`src/logic/csr_pkg.sv`:
```
package csr_pkg;

    localparam int xlen = 32;

    typedef logic [11:0] csr_addr_t;
    typedef logic [1:0] priv_t;

    localparam priv_t priv_u = 2'd0;
    localparam priv_t priv_s = 2'd1;
    localparam priv_t priv_m = 2'd3;

    // encoding follows the funct3 low bits of csrrw/csrrs/csrrc
    typedef enum logic [1:0] {
        op_rw = 2'd1,
        op_rs = 2'd2,
        op_rc = 2'd3
    } csr_op_t;

    localparam csr_addr_t addr_sstatus  = 12'h100;
    localparam csr_addr_t addr_stvec    = 12'h105;
    localparam csr_addr_t addr_sscratch = 12'h140;
    localparam csr_addr_t addr_sepc     = 12'h141;
    localparam csr_addr_t addr_scause   = 12'h142;
    localparam csr_addr_t addr_mstatus  = 12'h300;
    localparam csr_addr_t addr_misa     = 12'h301;
    localparam csr_addr_t addr_medeleg  = 12'h302;
    localparam csr_addr_t addr_mtvec    = 12'h305;
    localparam csr_addr_t addr_mscratch = 12'h340;
    localparam csr_addr_t addr_mepc     = 12'h341;
    localparam csr_addr_t addr_mcause   = 12'h342;

    // sie, mie, spie, mpie, spp, mpp, tsr
    localparam logic [xlen-1:0] status_mask  = 32'h0040_19aa;
    localparam logic [xlen-1:0] sstatus_mask = 32'h0000_0122;
    localparam logic [xlen-1:0] tvec_mask    = 32'hffff_fffc;
    localparam logic [xlen-1:0] epc_mask     = 32'hffff_fffc;
    localparam logic [xlen-1:0] cause_mask   = 32'h0000_001f;
    localparam logic [xlen-1:0] medeleg_mask = 32'h0000_ffff;

    localparam logic [4:0] exc_illegal = 5'd2;
    localparam logic [4:0] exc_ecall   = 5'd8;
    // reserved codes, used only to mark returns
    localparam logic [4:0] exc_mret    = 5'd24;
    localparam logic [4:0] exc_sret    = 5'd25;

    typedef struct packed {
        logic [8:0] rsv_31;
        logic       tsr;
        logic [8:0] rsv_21;
        priv_t      mpp;
        logic [1:0] rsv_10;
        logic       spp;
        logic       mpie;
        logic       rsv_6;
        logic       spie;
        logic       rsv_4;
        logic       mie;
        logic       rsv_2;
        logic       sie;
        logic       rsv_0;
    } status_t;

    typedef union packed {
        logic [xlen-1:0] raw;
        status_t         st;
    } csr_word_u;

    typedef struct packed {
        csr_op_t         op;
        logic            use_imm;
        logic [4:0]      imm;
        logic [xlen-1:0] src;
        csr_addr_t       id;
    } csr_req_t;

    typedef struct packed {
        logic [xlen-1:0] rdata;
        logic            illegal;
    } csr_resp_t;

    typedef struct packed {
        logic [4:0]      code;
        logic [xlen-1:0] pc;
    } trap_req_t;

    typedef struct packed {
        csr_word_u       mstatus;
        logic [xlen-1:0] medeleg;
        logic [xlen-1:0] mtvec;
        logic [xlen-1:0] stvec;
        logic [xlen-1:0] mepc;
        logic [xlen-1:0] sepc;
    } trap_view_t;

    typedef enum logic [1:0] {
        act_none,
        act_enter,
        act_mret,
        act_sret
    } trap_act_t;

    typedef struct packed {
        trap_act_t       action;
        logic            to_s;
        priv_t           prev;
        logic [4:0]      cause;
        logic [xlen-1:0] epc;
    } trap_upd_t;

endpackage

```
`src/logic/csr_access.sv`:
```
`timescale 1ns/10ps

module csr_access (
    input  logic                      clk,
    input  logic                      rst,
    input  logic                      csr_valid,
    input  csr_pkg::csr_req_t         csr_req,
    input  csr_pkg::priv_t            mode,
    input  logic [csr_pkg::xlen-1:0]  rd_data,
    input  logic                      rd_hit,
    output logic                      wr_en,
    output csr_pkg::csr_addr_t        wr_addr,
    output logic [csr_pkg::xlen-1:0]  wr_data,
    output logic                      resp_valid,
    output csr_pkg::csr_resp_t        resp
);
    import csr_pkg::*;

    logic [xlen-1:0] operand;
    logic            priv_low;
    logic            read_only;
    logic            writes;
    logic            illegal;

    assign operand = csr_req.use_imm ? {{(xlen-5){1'b0}}, csr_req.imm} : csr_req.src;

    // required privilege sits in id[9:8]
    assign priv_low = mode < csr_req.id[9:8];

    // misa is fixed in this hart and counts as read-only like the 11:10 space
    assign read_only = (csr_req.id[11:10] == 2'b11) || (csr_req.id == addr_misa);

    // set and clear with a zero operand only read
    always_comb begin
        case (csr_req.op)
            op_rw:        writes = 1'b1;
            op_rs, op_rc: writes = operand != '0;
            default:      writes = 1'b0;
        endcase
    end

    assign illegal = !rd_hit || priv_low || (read_only && writes);

    assign wr_en   = csr_valid && !illegal && writes;
    assign wr_addr = csr_req.id;

    // the register file applies the per-register mask
    always_comb begin
        case (csr_req.op)
            op_rw:   wr_data = operand;
            op_rs:   wr_data = rd_data | operand;
            op_rc:   wr_data = rd_data & ~operand;
            default: wr_data = rd_data;
        endcase
    end

    always_ff @(posedge clk or posedge rst) begin
        if (rst) begin
            resp_valid <= 1'b0;
        end else begin
            resp_valid <= csr_valid;
        end
    end

    // old value goes back and a refused access returns zero
    always_ff @(posedge clk) begin
        if (csr_valid) begin
            resp.rdata   <= illegal ? '0 : rd_data;
            resp.illegal <= illegal;
        end
    end

endmodule

```
`src/logic/csr_file.sv`:
```
`timescale 1ns/10ps

module csr_file #(
    parameter logic [csr_pkg::xlen-1:0] misa_value = 32'h4014_0100
) (
    input  logic                      clk,
    input  logic                      rst,
    input  csr_pkg::csr_addr_t        rd_addr,
    output logic [csr_pkg::xlen-1:0]  rd_data,
    output logic                      rd_hit,
    input  logic                      wr_en,
    input  csr_pkg::csr_addr_t        wr_addr,
    input  logic [csr_pkg::xlen-1:0]  wr_data,
    input  csr_pkg::trap_upd_t        trap_upd,
    output csr_pkg::trap_view_t       view
);
    import csr_pkg::*;

    csr_word_u       mstatus;
    logic [xlen-1:0] medeleg;
    logic [xlen-1:0] mtvec;
    logic [xlen-1:0] mscratch;
    logic [xlen-1:0] mepc;
    logic [xlen-1:0] mcause;
    logic [xlen-1:0] stvec;
    logic [xlen-1:0] sscratch;
    logic [xlen-1:0] sepc;
    logic [xlen-1:0] scause;

    csr_word_u       status_next;

    always_comb begin
        rd_hit = 1'b1;
        case (rd_addr)
            addr_sstatus:  rd_data = mstatus.raw & sstatus_mask;
            addr_stvec:    rd_data = stvec;
            addr_sscratch: rd_data = sscratch;
            addr_sepc:     rd_data = sepc;
            addr_scause:   rd_data = scause;
            addr_mstatus:  rd_data = mstatus.raw;
            addr_misa:     rd_data = misa_value;
            addr_medeleg:  rd_data = medeleg;
            addr_mtvec:    rd_data = mtvec;
            addr_mscratch: rd_data = mscratch;
            addr_mepc:     rd_data = mepc;
            addr_mcause:   rd_data = mcause;
            default: begin
                rd_data = '0;
                rd_hit  = 1'b0;
            end
        endcase
    end

    // sstatus only touches its own bits and keeps the rest of mstatus
    always_comb begin
        if (wr_addr == addr_sstatus) begin
            status_next.raw = (mstatus.raw & ~sstatus_mask) | (wr_data & sstatus_mask);
        end else begin
            status_next.raw = wr_data & status_mask;
        end
        // mpp is WARL and never stores the reserved mode 2
        if (status_next.st.mpp == 2'b10) begin
            status_next.st.mpp = mstatus.st.mpp;
        end
    end

    always_ff @(posedge clk or posedge rst) begin
        if (rst) begin
            mstatus.raw <= '0;
            medeleg     <= '0;
            mtvec       <= '0;
            mscratch    <= '0;
            mepc        <= '0;
            mcause      <= '0;
            stvec       <= '0;
            sscratch    <= '0;
            sepc        <= '0;
            scause      <= '0;
        end else begin
            if (wr_en) begin
                case (wr_addr)
                    addr_mstatus, addr_sstatus: mstatus <= status_next;
                    addr_medeleg:  medeleg  <= wr_data & medeleg_mask;
                    addr_mtvec:    mtvec    <= wr_data & tvec_mask;
                    addr_mscratch: mscratch <= wr_data;
                    addr_mepc:     mepc     <= wr_data & epc_mask;
                    addr_mcause:   mcause   <= wr_data & cause_mask;
                    addr_stvec:    stvec    <= wr_data & tvec_mask;
                    addr_sscratch: sscratch <= wr_data;
                    addr_sepc:     sepc     <= wr_data & epc_mask;
                    addr_scause:   scause   <= wr_data & cause_mask;
                    default: ;
                endcase
            end

            case (trap_upd.action)
                act_enter: begin
                    if (trap_upd.to_s) begin
                        mstatus.st.spp  <= trap_upd.prev[0];
                        mstatus.st.spie <= mstatus.st.sie;
                        mstatus.st.sie  <= 1'b0;
                        sepc            <= trap_upd.epc & epc_mask;
                        scause          <= {{(xlen-5){1'b0}}, trap_upd.cause};
                    end else begin
                        mstatus.st.mpp  <= trap_upd.prev;
                        mstatus.st.mpie <= mstatus.st.mie;
                        mstatus.st.mie  <= 1'b0;
                        mepc            <= trap_upd.epc & epc_mask;
                        mcause          <= {{(xlen-5){1'b0}}, trap_upd.cause};
                    end
                end
                act_mret: begin
                    mstatus.st.mie  <= mstatus.st.mpie;
                    mstatus.st.mpie <= 1'b1;
                    mstatus.st.mpp  <= priv_u;
                end
                act_sret: begin
                    mstatus.st.sie  <= mstatus.st.spie;
                    mstatus.st.spie <= 1'b1;
                    mstatus.st.spp  <= 1'b0;
                end
                default: ;
            endcase
        end
    end

    assign view.mstatus = mstatus;
    assign view.medeleg = medeleg;
    assign view.mtvec   = mtvec;
    assign view.stvec   = stvec;
    assign view.mepc    = mepc;
    assign view.sepc    = sepc;

endmodule

```
`src/logic/trap_unit.sv`:
```
`timescale 1ns/10ps

module trap_unit (
    input  logic                      clk,
    input  logic                      rst,
    input  logic                      trap_valid,
    input  csr_pkg::trap_req_t        trap_req,
    input  csr_pkg::trap_view_t       view,
    output csr_pkg::trap_upd_t        trap_upd,
    output logic                      redirect_valid,
    output logic [csr_pkg::xlen-1:0]  target_pc,
    output csr_pkg::priv_t            mode
);
    import csr_pkg::*;

    logic            is_mret;
    logic            is_sret;
    logic            ret_ok;
    logic [4:0]      cause;
    logic            delegate;
    priv_t           mode_next;
    logic [xlen-1:0] target_next;

    assign is_mret = trap_req.code == exc_mret;
    assign is_sret = trap_req.code == exc_sret;

    // tsr traps sret from S mode
    assign ret_ok = (is_mret && mode == priv_m) ||
                    (is_sret && (mode == priv_m ||
                                 (mode == priv_s && !view.mstatus.st.tsr)));

    always_comb begin
        if (trap_req.code == exc_ecall) begin
            cause = exc_ecall + {3'b000, mode};
        end else if ((is_mret || is_sret) && !ret_ok) begin
            cause = exc_illegal;
        end else begin
            cause = trap_req.code;
        end
    end

    // traps taken in M never go down to S
    assign delegate = view.medeleg[cause] && mode != priv_m;

    always_comb begin
        trap_upd.to_s  = delegate;
        trap_upd.prev  = mode;
        trap_upd.cause = cause;
        trap_upd.epc   = trap_req.pc;
        if (!trap_valid) begin
            trap_upd.action = act_none;
        end else if (ret_ok) begin
            trap_upd.action = is_mret ? act_mret : act_sret;
        end else begin
            trap_upd.action = act_enter;
        end
    end

    always_comb begin
        if (ret_ok && is_mret) begin
            mode_next   = view.mstatus.st.mpp;
            target_next = view.mepc;
        end else if (ret_ok) begin
            mode_next   = {1'b0, view.mstatus.st.spp};
            target_next = view.sepc;
        end else if (delegate) begin
            mode_next   = priv_s;
            target_next = view.stvec;
        end else begin
            mode_next   = priv_m;
            target_next = view.mtvec;
        end
    end

    always_ff @(posedge clk or posedge rst) begin
        if (rst) begin
            redirect_valid <= 1'b0;
            mode           <= priv_m;
        end else begin
            redirect_valid <= trap_valid;
            if (trap_valid) begin
                mode <= mode_next;
            end
        end
    end

    always_ff @(posedge clk) begin
        if (trap_valid) begin
            target_pc <= target_next;
        end
    end

endmodule

```
`src/logic/csr_top.sv`:
```
`timescale 1ns/10ps

module csr_top #(
    parameter logic [csr_pkg::xlen-1:0] misa_value = 32'h4014_0100
) (
    input  logic                      clk,
    input  logic                      rst,
    input  logic                      csr_valid,
    input  csr_pkg::csr_req_t         csr_req,
    input  logic                      trap_valid,
    input  csr_pkg::trap_req_t        trap_req,
    output logic                      resp_valid,
    output csr_pkg::csr_resp_t        resp,
    output logic                      redirect_valid,
    output logic [csr_pkg::xlen-1:0]  target_pc,
    output csr_pkg::priv_t            mode
);
    import csr_pkg::*;

    logic [xlen-1:0] rd_data;
    logic            rd_hit;
    logic            wr_en;
    csr_addr_t       wr_addr;
    logic [xlen-1:0] wr_data;
    trap_view_t      view;
    trap_upd_t       trap_upd;

    csr_access u_access (
        .clk        (clk),
        .rst        (rst),
        .csr_valid  (csr_valid),
        .csr_req    (csr_req),
        .mode       (mode),
        .rd_data    (rd_data),
        .rd_hit     (rd_hit),
        .wr_en      (wr_en),
        .wr_addr    (wr_addr),
        .wr_data    (wr_data),
        .resp_valid (resp_valid),
        .resp       (resp)
    );

    csr_file #(
        .misa_value (misa_value)
    ) u_file (
        .clk      (clk),
        .rst      (rst),
        .rd_addr  (csr_req.id),
        .rd_data  (rd_data),
        .rd_hit   (rd_hit),
        .wr_en    (wr_en),
        .wr_addr  (wr_addr),
        .wr_data  (wr_data),
        .trap_upd (trap_upd),
        .view     (view)
    );

    trap_unit u_trap (
        .clk            (clk),
        .rst            (rst),
        .trap_valid     (trap_valid),
        .trap_req       (trap_req),
        .view           (view),
        .trap_upd       (trap_upd),
        .redirect_valid (redirect_valid),
        .target_pc      (target_pc),
        .mode           (mode)
    );

endmodule

```
`config.mk`:
```
export PLATFORM = sky130hd
export DESIGN_NAME = csr_top
export DESIGN_NICKNAME = d
export VERILOG_FILES = /design/src/logic/csr_pkg.sv /design/src/logic/csr_access.sv /design/src/logic/csr_file.sv /design/src/logic/trap_unit.sv /design/src/logic/csr_top.sv
export SDC_FILE = /design/constraint.sdc
export NUM_CORES = 1
export LEC_CHECK = 0
export CORE_ASPECT_RATIO = 2
export CORE_UTILIZATION = 30
export CTS_BUF_LIST = sky130_fd_sc_hd__clkbuf_2
export DETAILED_ROUTE_END_ITERATION = 7
export DONT_BUFFER_PORTS = 1
export PLACE_DENSITY = 0.49
export SYNTH_ARGS = -nofsm -noshare
export SYNTH_HDL_FRONTEND = slang
export SYNTH_SLANG_ARGS = --single-unit
```
`constraint.sdc`:
```
create_clock -name clk -period 25.3 [get_ports clk]
set_input_delay 6.325 -clock clk [delete_from_list [all_inputs] [get_ports clk]]
set_output_delay 6.325 -clock clk [all_outputs]
set_load 0.005 [all_outputs]
```
==> Word-level counts from Yosys, hierarchy flattened <==
Index checks and enable logic that the tools add are counted.
{ "classes": {"add_sub_neg": 1, "order_cmp": 2, "n_eq_ne": 26, "muxes": 50, "bitwise_logic": 4, "reduce_logical": 29} }
{ "op_table": {"columns": ["cell", "n"], "rows": [
  ["$mux 32", 21],
  ["$pmux 32 s12", 1],
  ["$pmux 32 s3", 1],
  ["$eq 12x10->1 const B", 7],
  ["$eq 12x9->1 const B", 5],
  ["$and 32x32->32", 1],
  ["$not 32->32", 1],
  ["$or 32x32->32", 1],
  ["$or 32x9->32", 1],
  ["$reduce_bool 32->1", 1],
  ["$mux 13", 2],
  ["$eq 2x2->1 const B", 7],
  ["$mux 2", 7],
  ["$pmux 1 s2", 6],
  ["$reduce_and 2->1", 6],
  ["$reduce_or 12->1", 1],
  ["$eq 5x5->1 const B", 2],
  ["$mux 5", 2],
  ["$logic_and 1x1->1", 9],
  ["$mux 1", 8],
  ["$eq 2x1->1 const B", 3],
  ["$logic_or 1x1->1", 6],
  ["$lt 5x6->1 const B", 1],
  ["$add 4x2->5 const A", 1],
  ["other kinds (7)", 11]
]} }
{ "totals": {"reg_bits": 369, "in_bits": 93, "output_inout_bits": 69, "wordCells": 129} }

==> Logic depth before layout (Yosys ltp) <==
Gate-level depths: netlist of run 1.
{ "logic_depth": {"depth_word": 15, "ltp_mapped": 14, "ltp_nobuf": 10} }

==> Modules after synthesis <==
From an unflattened synthesis of run 1, not the netlist that was laid out.
{ "unflattened": {"cells_unflattened": 1843, "hier_area_um2": 20051.7} }
{ "by_module_without_submodules": {"columns": ["mod", "instances", "cells_each", "area_each_um2", "seq_area_each_um2"], "rows": [
  ["csr_file", 1, 1188, 13734.4, 6906.6],
  ["csr_access", 1, 376, 3479.6, 1016.0],
  ["trap_unit", 1, 279, 2837.7, 1038.5]
]} }

==> Worst setup path before layout of run 1 <==
Ideal clock, no wire load.
{ "synth_timing": {"kind": "input-to-reg", "startpoint": "in trap_req[32] (netlist name)", "endpoint": "reg u_file.sepc[10]", "setup_ns": 0.119, "t_arrival_ns": 8.615, "required_time_ns": 25.181, "setup_slack_ns": 16.566, "cell_stages": 13, "n_path_buf": 4, "path_cell_list": "and2b_1 o21ai_0 or2_2 clkbuf_1 nor2_1 inv_1 ha_1 clkbuf_1 inv_1 or4_1 buf_4 buf_2 o21a_1"} }
{ "synth_between": {"elab_chain_cells": 12, "word_cells_on_any_way": 20, "cone_classes": "eq/ne: 4; mux: 9; reduce/logical: 7"} }
{ "synth_rtl": {"columns": ["element", "line", "source"], "rows": [
  ["start, declared", "csr_top.sv:11", "input csr_pkg::trap_req_t trap_req,"],
  ["$eq 5x5->1 (on tied branches)", "trap_unit.sv:24, trap_unit.sv:25", null],
  ["$logic_and 1x1->1 (on tied branches)", "trap_unit.sv:28, trap_unit.sv:29", null],
  ["$logic_or 1x1->1", "trap_unit.sv:28", "assign ret_ok = (is_mret && mode == priv_m) ||"],
  ["$logic_not 1->1", "trap_unit.sv:35", "end else if ((is_mret || is_sret) && !ret_ok) begin"],
  ["$logic_and 1x1->1", "trap_unit.sv:35", null],
  ["$mux 5", "trap_unit.sv:35", null],
  ["$mux 5", "trap_unit.sv:33", "if (trap_req.code == exc_ecall) begin"],
  ["$bmux 1 s5", "trap_unit.sv:43", "assign delegate = view.medeleg[cause] && mode != priv_m;"],
  ["$mux 1 (not written as such)", "trap_unit.sv:43", null],
  ["$logic_and 1x1->1", "trap_unit.sv:43", null],
  ["$mux 32", "csr_file.sv:98", "if (trap_upd.to_s) begin"],
  ["$mux 32 (*)", "csr_file.sv:96", "case (trap_upd.action)"],
  ["end signal, assigned", "csr_file.sv:90", "addr_sepc: sepc <= wr_data & epc_mask;"],
  ["end signal, assigned", "csr_file.sv:102", "sepc <= trap_upd.epc & epc_mask;"],
  ["end, declared", "csr_file.sv:27", "logic [xlen-1:0] sepc;"]
]} }
Every way passes the cells marked *; elsewhere a longest branch is shown, timed or not. The select of a mux whose other input is x is not followed.
A chain may end at the register's enable or synchronous reset.

==> Worst setup path in the final report of run 1 <==
{ "layout_timing": {"startpoint": "in trap_req[34] (netlist name)", "endpoint": "reg u_file.sepc[12]"} }
Same word-level chain as after synthesis.

==> reports/metrics.cfg, run 1 <==
[clocking]
post_cts_buffers = 0
clock-sinks = 345
ctsRootBufferMaster = clkbuf_2
ctsHtreeMaxLevel = 3
clk_latency_ps = 1050
ctsResizeCount = 0
cts_tree = done
hold_buffers = 0
clkSlewWorstSetupHoldPaths_ps = 110
clock_path_buffers = 3
cts_buffers = 80

[routing]
first_pass_iters = 7
drtAntennaViolNets = 0
drc = 0
vias = 14300
drt-initial-drc-count = 1328
drt_wl_total_um = 70100
avgRoutedWirePerCell_um = 27.9
viasPerCell = 5.69

[synthesis]
ys_async_sr_fraction = 0.812
synth_edf_count = 65
synthCells = 1719
syn_area_sq_um = 17200
synth.net_count = 1816
yosys_warnings = 0
synth-main-ff-cell = dfrtp_1
ys_seq_area_frac = 0.522
yosys.cell_types.count = 83
ys_seq_elements = 345
postSynthAreaPerCell_sq_um = 9.98

[sta]
hold_viol = 0
drv_slew = 0
rsz0062_at_grt = no
setup_tns_ps = 0
setup_violations = 0
worst_slew_pin_slew_ps = 1170
fmax_ghz = 0.108
slew_headroom = 0.217
finalCritPeriodShare = 0.365
period_needed_ps = 9240
fin_skew_ps = 73.3

[critical_path]
end_kind = register
worst-endpoint-arrival_ps = 10120
cpPeakStageDelay_ps = 750
slowest_stage = a211oi_1
critPathBufInv = 1
crit_fanout = 70
critical-path-top-delay-family = compound AO/OA/AOI/OAI gates
crit_cells = 9
crit_required_ps = 26180
critPathLaunchType = input port
cp_cell_sequence = nand4bb_2, a21oi_1, o21ai_2, mux4_2, a211oi_1, or4_4, buf_4, o211ai_1, o21a_1
worstRegToRegCells = 9
crit_type = input port to register

[layout]
final_area_sq_um = 18600
regArea_sq_um = 8960
drive_gt1_frac = 0.125
syn2layout_area_growth_pct = 8.28
multi_input_area_sq_um = 7540
final_nets = 1787
nFillCells = 5900

[global_routing]
grt_pass1_vias = 14800
antenna_found_initial = 6
grt_pass1_wl_um = 102000
gr-total-overflow = 0
grt_max_degree = 144
grt_use_total = 0.246

[pwr]
power_leakage_nw = 7.65
powerDensity_nw_per_um2 = 60.7
irDropWorstVdd_mv = 0.0211

[placed_design]
hpwl_um = 46300
gp_congestion = 0.938
placed_area_sq_um = 17800
io_buffer_count = 0

[die]
die_w_um = 171
pin_count = 162
placementRows = 123
core_sq_um = 56300
dieArea_sq_um = 58200
die_h_um = 340
start_util = 0.305

[hold_path]
hold_class = register to register
hold_path_depth = 2

[run_status]
outcome = completed

[run]
cap_violations = 0

[placed cells by master (no fill, tap or decap), types with 50 or more instances in the layout]
cell / count
a21oi_1: 77
o21a_1: 65
nand2_1: 245
edfxtp_1: 65
nor2_1: 54
dfrtp_1: 278
o211ai_1: 63
o21ai_0: 167
a22oi_1: 60
mux2i_1: 59
clkbuf_2: 124
and3_1: 50
[where the power goes]
group	total, W	switching [W]	internal (W)
logic	0.000107	0.0000627	0.0000447
clock network	0.000395	0.000244	0.000150
registers	0.000627	0.0000293	0.000597
total	0.00113	0.000336	0.000792
[cell usage after synthesis, types with 5 or more instances]
library cell | count | share of area
a21boi_0 | 11 | 0.0048
a21oi_1 | 77 | 0.022
a221oi_1 | 7 | 0.0036
a222oi_1 | 5 | 0.0029
a22o_1 | 25 | 0.013
a22oi_1 | 60 | 0.026
a2bb2oi_1 | 10 | 0.0051
and2_1 | 33 | 0.012
and3_1 | 52 | 0.019
and4_1 | 7 | 0.0036
buf_1 | 6 | 0.0013
buf_2 | 36 | 0.010
buf_4 | 8 | 0.0035
clkbuf_1 | 86 | 0.019
dfrtp_1 | 278 | 0.41
edfxtp_1 | 65 | 0.11
inv_1 | 36 | 0.0079
mux2_2 | 15 | 0.0098
mux2i_1 | 59 | 0.034
nand2_1 | 252 | 0.055
nand2b_1 | 17 | 0.0062
nand3_1 | 17 | 0.0050
nand4_1 | 37 | 0.013
nor2_1 | 55 | 0.012
nor2b_1 | 9 | 0.0033
nor3_1 | 14 | 0.0041
nor4_1 | 10 | 0.0036
o2111ai_1 | 5 | 0.0026
o211ai_1 | 63 | 0.028
o21a_1 | 65 | 0.028
o21ai_0 | 167 | 0.049
o22ai_1 | 33 | 0.012
o2bb2ai_1 | 5 | 0.0026
[flip-flops by register name, summed over array words and instances, names as in the netlist]
register and flops:
u_trap.target_pc 32, u_file.medeleg 16, u_file.mstatus 8, u_file.mcause 32, u_trap.mode 2, u_trap.redirect_valid 1
u_file.mtvec 30, u_file.sscratch 32, u_file.mepc 32, u_file.sepc 32, u_access.resp_valid 1, u_file.stvec 30
u_file.mscratch 32, u_access.resp 33, u_file.scause 32
[routing by layer]
metal	wire length [um]	vias up	share of wire	global-route usage
li1	-	6339	-	-
met1	23800	7070	0.34	0.252
met3	6300	196	0.090	0.0792
met2	36000	684	0.51	0.427
met4	3940	2	0.056	0.151
met5	16	-	0.00023	0
[stage by stage]
step / util / hold WS (ps) / total power [W] / instances / worst slack, ps
final: 0.330 / 490 / 0.00113 / 2510 / 16060
after CTS: 0.330 / 494 / 0.00114 / 2506 / 16220
after global routing: 0.330 / 511 / 0.00118 / 2508 / 15990
after floorplan: - / 444 / 0.000711 / 1719 / 11260
after detailed placement: 0.316 / 468 / 0.000745 / 2358 / 15110
after global placement: 0.316 / 459 / 0.000741 / 2358 / 15160
[worst paths after layout]
kind,slack (ps),to,start
worst max-delay path,16060,u_file.sepc[12],trap_req[34]
worst min-delay path,490,u_file.sscratch[4],u_file.sscratch[4]
worst max register to register,20690,u_file.sepc[12],u_trap.mode[1]
worst min register to register,490,u_file.sscratch[4],u_file.sscratch[4]
max in group asynchronous,17320,u_file.scause[25],rst
min in group asynchronous,5340,u_file.sepc[16],rst
[logic make-up (layout without fill, tap and decap cells)]
family | after synthesis | in the layout | share of synthesized area
AND/OR/NAND/NOR | 529 | 529 | 0.154
AO/OA/AOI/OAI | 586 | 586 | 0.229
flip-flops | 345 | 345 | 0.522
XOR/XNOR | 1 | 1 | 0.000510
multiplexers | 76 | 76 | 0.0469
adder cells (fa/ha/maj) | 5 | 5 | 0.00350
other | 0 | 4 | 0
buffers and inverters | 177 | 214 | 0.0445
[worst register-to-register path, cell delays in order (launching register included)]
cell and delay (ps):
dfstp_2 760, nand2b_1 160, a21oi_1 90, o21ai_2 470
mux4_2 450, a211oi_1 750, or4_4 530, buf_4 760
o211ai_1 330, o21a_1 160
[cell type report]
cell class / instances / area share
clock inverter: 24 / 0.00815
clock buffer: 124 / 0.0334
inverter: 37 / 0.00788
tap: 750 / 0.0505
antenna: 4 / 0.000539
timing repair buffer: 29 / 0.0117
multi-input combinational: 1197 / 0.406
sequential: 345 / 0.482
(Power assumes the default switching activity.)
==> run 2, diff against run 1 <==
- clock period: 25.3 -> 9.2 ns (I/O delays scaled with it)
==> run 2 against run 1 <==
  * Setup slack lost 12000 ps
  * First-iteration DRC count down 1.1%
  * Via count is 0.18% lower
  * Worst hold slack about the same
  * Non-clock buffer count grew 1
  * Clock skew grew 5.8 ps
  * Utilization is essentially flat
  * Flip-flop and latch count unchanged
  * Combinational power rose to 2.8 times the previous value
  * Critical path type unchanged
  * Highest routed layer unchanged
==> reports/metrics.cfg, run 2 (same netlist as run 1, synthesis figures left out) <==
[critical_path]
reg2reg_from = u_trap.mode[1]
crit_fanout = 68
crit_type = input port to register
crit_end = u_file.mstatus[7]
end_kind = register
crit_required_ps = 10060
critPathLaunchType = input port
r2r_end = u_file.mstatus[7]
crit_start = trap_req[34]
worstRegToRegCells = 9
ff2ff_setup_slack_ps = 4670
worst-endpoint-arrival_ps = 6000

[global_routing]
grt_pass1_vias = 14700
antenna_found_initial = 6
grt_use_total = 0.246
gr-total-overflow = 0
grt_pass1_wl_um = 102000
grt_max_degree = 124

[routing]
viasPerCell = 5.69
avgRoutedWirePerCell_um = 28.2
first_pass_iters = 6
drt-initial-drc-count = 1313
drc = 0
drt_wl_total_um = 70800
vias = 14300
drtAntennaViolNets = 0

[clocking]
ctsRootBufferMaster = clkbuf_2
hold_buffers = 0
clk_latency_ps = 1030
post_cts_buffers = 0
cts_tree = done
ctsResizeCount = 0
ctsHtreeMaxLevel = 3
clock-sinks = 345
cts_buffers = 81
clkSlewWorstSetupHoldPaths_ps = 90
clock_path_buffers = 3

[layout]
final_cell_mix = dfrtp_1 (278), nand2_1 (245), o21ai_0 (167), clkbuf_2 (116), a21oi_1 (77)
largest_register_ffs = 33
fin_util = 0.330
regArea_sq_um = 8960
layout_commonest_cell = dfrtp_1
drive_gt1_frac = 0.124
regMostFlops = u_access.resp
nFillCells = 5913
syn2layout_area_growth_pct = 8.20
multi_input_area_sq_um = 7540
final_nets = 1789

[run_status]
outcome = completed

[hold_path]
hold_path_depth = 2
hold_class = register to register

[placed_design]
io_buffer_count = 0
dp_slack_ps = 3100
hpwl_um = 46800
gp_congestion = 0.930

[sta]
finalCritPeriodShare = 0.559
rsz0062_at_grt = no
slew_headroom = 0.157
hold_viol = 0
setup_tns_ps = 0
drv_slew = 0
fin_skew_ps = 79.1
setup_violations = 0
layout_setup_ws_ps = 4060
worst_slew_pin_slew_ps = 1260
period_needed_ps = 5140
fmax_ghz = 0.194

[pwr]
power_leakage_nw = 7.64
powerDensity_nw_per_um2 = 165
irDropWorstVdd_mv = 0.0575

[die]
start_util = 0.305
die_w_um = 171
dieArea_sq_um = 58200
placementRows = 123
die_h_um = 340
core_sq_um = 56300
pin_count = 162

[run]
cap_violations = 0

run 2: cell count changes in the layout (fill, tap and decap cells not counted), sizes merged:
cell / change
bufinv: -1
clkinv: +5
clkbuf: -8
buf: +1
inv: -1
clkinvlp: +1
run 2: area by class of cell:
class	instances	area share
sequential	345	0.483
multi-input combinational	1197	0.406
tap	750	0.0505
clock buffer	116	0.0313
timing repair buffer	30	0.0135
clock inverter	28	0.00802
inverter	37	0.00768
antenna	4	0.000539
run 2: worst min path at each step:
stage                                   start                   to  slack [ps]
final                      u_file.mscratch[5]   u_file.mscratch[5]         490
after global routing       u_file.mscratch[9]   u_file.mscratch[9]         500
after CTS                  u_file.mscratch[5]   u_file.mscratch[5]         490
after detailed placement    u_file.mcause[11]    u_file.mcause[11]         470
after global placement    u_file.sscratch[13]  u_file.sscratch[13]         460
after floorplan           u_file.mscratch[12]  u_file.mscratch[12]         440
run 2: worst max-delay path, cell delays in order:
cell and delay, ps:
nand4bb_2 350, a21oi_1 280, o21ai_2 200, mux4_2 380, a211oi_1 710, or4_4 570, buf_4 780, and2_1 270
o221ai_1 130
run 2: per-stage QoR:
step                instance area (sq um)  hold slack (ps)  instances  power, W
floorplan                           17200              444       1719   0.00195
global placement                    17800              459       2359   0.00204
detailed placement                  17800              468       2359   0.00205
CTS                                 18600              494       2503   0.00310
global route                        18600              505       2505   0.00322
finish                              18600              490       2507   0.00306
run 2: power by group:
part / total, W / switching (W) / internal [W]
Combinational: 0.000298 / 0.000174 / 0.000124
Clock: 0.00104 / 0.000671 / 0.000369
Sequential: 0.00172 / 0.0000824 / 0.00164
Total: 0.00306 / 0.000927 / 0.00214
run 2: routing by layer:
metal  up-vias  global-route usage  part of all wire
met4         4               0.161             0.066
met2       626               0.427              0.51
li1       6328                   -                 -
met3       234              0.0769             0.085
met5         -                   0           0.00038
met1      7073               0.251              0.34
==> run 3, diff against run 2 <==
- ABC_AREA: not set -> 1
- clock period: 9.2 -> 5.1 ns (I/O delays scaled with it)
==> run 3 against run 2 <==
  * Count of clock-buffer cells in the layout is 3 higher
  * Non-clock buffer count is 36 higher
  * Power is 86% higher
  * Flip-flop and latch count stayed put
  * Sequential share of layout area is 2.5 points lower
  * Worst hold slack worse by 250 ps
  * Largest cell class unchanged
==> reports/metrics.cfg, run 3 <==
[sta]
fmax_ghz = 0.283
finalCritPeriodShare = 0.692
setup_tns_ps = 0
drv_slew = 0
fin_hold_ws_ps = 243
worst_slew_pin_slew_ps = 1400
setup_violations = 0
slew_headroom = 0.0546
period_needed_ps = 3530
rsz0062_at_grt = no
hold_viol = 0
fin_skew_ps = 102

[clocking]
hold_buffers = 0
clock_path_buffers = 3
post_cts_buffers = 0
cts_buffers = 79
ctsHtreeMaxLevel = 3
ctsRootBufferMaster = clkbuf_2
cts_tree = done
clock-sinks = 345
clk_latency_ps = 1120
ctsResizeCount = 0
clkSlewWorstSetupHoldPaths_ps = 150

[synthesis]
postSynthAreaPerCell_sq_um = 7.78
yosysTopAreaCellShare = 0.389
synth_area_leaders = dfrtp_1 (39%), nand2_1 (14%), edfxtp_1 (11%)
syn_area_sq_um = 17900
yosys_warnings = 0
synthTopCellsByCount = nand2_1 (682), o21ai_0 (290), dfrtp_1 (278), nor2_1 (194), inv_1 (183)
synth.net_count = 2393
yosysMostFrequentCell = nand2_1
ys_seq_elements = 345
synthCells = 2296
synth_edf_count = 65
synth-main-ff-cell = dfrtp_1
ys_seq_area_frac = 0.501
ys_async_sr_fraction = 0.812
yosysTopAreaCell = dfrtp_1
yosys.cell_types.count = 52

[critical_path]
crit_required_ps = 5870
crit_end = u_trap.target_pc[7]
r2r_end = u_trap.target_pc[7]
critical-path-top-delay-family = simple AND/OR/NAND/NOR gates
crit_fanout = 24
critPathLaunchType = input port
worst-endpoint-arrival_ps = 4300
crit_start = trap_req[34]
crit_cells = 16
critPathMostFrequentCell = nand3_1
worstRegToRegCells = 15
end_kind = register
slowest_stage = a21oi_1
critPathBufInv = 2
cpPeakStageDelay_ps = 540
cp_cell_sequence = inv_1, nand3_1, nor2_2, nand2_2, nand3_2, nand2_4, nand2_4, nand2_1, nand3_1, nand3_1, nand3b_2, nand3_2, buf_12, nand2_1, nand3_1, a21oi_1
crit_type = input port to register
reg2reg_from = u_trap.mode[1]
ff2ff_setup_slack_ps = 1700

[placed_design]
gp_congestion = 0.974
hpwl_um = 53100
io_buffer_count = 0

[die]
die_h_um = 347
die_w_um = 175
pin_count = 162
placementRows = 126
start_util = 0.303
dieArea_sq_um = 60600
core_sq_um = 59000

[global_routing]
grt_use_total = 0.262
antenna_found_initial = 2
grt_pass1_vias = 17000
grt_pass1_wl_um = 114000
grt_max_degree = 89
gr-total-overflow = 0

[layout]
largest_register_ffs = 33
regMostFlops = u_access.resp
drive_gt1_frac = 0.108
final_nets = 2415
layout_commonest_cell = nand2_1
syn2layout_area_growth_pct = 9.69
final_cell_mix = nand2_1 (682), o21ai_0 (290), dfrtp_1 (278), nor2_1 (192), inv_1 (182)

[routing]
vias = 16800
drtAntennaViolNets = 0
first_pass_iters = 6
drc = 0
drt_wl_total_um = 79200
drt-initial-drc-count = 1482
avgRoutedWirePerCell_um = 25.1
viasPerCell = 5.34

[hold_path]
hold_class = input port to register

[pwr]
irDropWorstVdd_mv = 0.125
power_leakage_nw = 9.05
powerDensity_nw_per_um2 = 290

[run_status]
outcome = completed

[run]
cap_violations = 0

run 3: final cells by class:
cell class	instances	area (sq um)
antenna	3	7.51
clock buffer	119	596
clock inverter	25	126
fill	6385	39400
inverter	205	773
multi-input combinational	1621	7600
sequential	345	8960
tap	768	961
timing repair buffer	66	583
run 3: worst register-to-register path: cells and delay by family, from the launching register on:
family / cells / cell delay, ps
buffers and inverters: 2 / 480
DFF: 1 / 660
and+or+nand+nor: 12 / 1450
AOI/OAI and AO/OA: 1 / 540
run 3: power breakdown:
group | internal, W | total (W) | switching (W) | leakage, nW
clock | 0.000671 | 0.00189 | 0.00122 | 0.555
sequential | 0.00299 | 0.00315 | 0.000160 | 4.34
combinational | 0.000193 | 0.000649 | 0.000456 | 4.15
run 3: cell families (layout without fill, tap and decap cells):
logic type	after synthesis	in the layout	share of synthesized area
AND/OR/NAND/NOR	1080	1080	0.256
buffers and inverters	330	415	0.0753
other	0	3	0
AO/OA/AOI/OAI	537	537	0.165
adder cells (fa/ha/maj)	4	4	0.00280
flip-flops	345	345	0.501
run 3: worst min-delay path by stage:
stage                       start               endpoint  cells past startpoint
3_3_place_gp   u_file.sscratch[2]     u_file.sscratch[2]                      2
2_1_floorplan  u_file.sscratch[2]     u_file.sscratch[2]                      2
4_1_cts                trap_valid  u_trap.redirect_valid                      0
3_5_place_dp   u_file.sscratch[2]     u_file.sscratch[2]                      2
6_report                csr_valid    u_access.resp_valid                      0
5_1_grt                trap_valid  u_trap.redirect_valid                      0
run 3: layer usage:
layer | up-vias | part of all wire | track usage
li1 | 7645 | - | -
met2 | 843 | 0.49 | 0.449
met1 | 8089 | 0.36 | 0.279
met4 | 0 | 0.074 | 0.188
met3 | 259 | 0.076 | 0.0627
met5 | - | 0 | 0
run 3: metrics by stage:
step	setup slack [ps]	instance area (sq um)	instances	util	total power, W
3_3_place_gp	669	18900	3005	0.320	0.00383
4_1_cts	1700	19600	3149	0.332	0.00574
6_report	1570	19600	3152	0.333	0.00569
5_1_grt	1510	19600	3151	0.332	0.00596
2_1_floorplan	119	17900	2296	-	0.00358
3_5_place_dp	580	18900	3005	0.320	0.00384
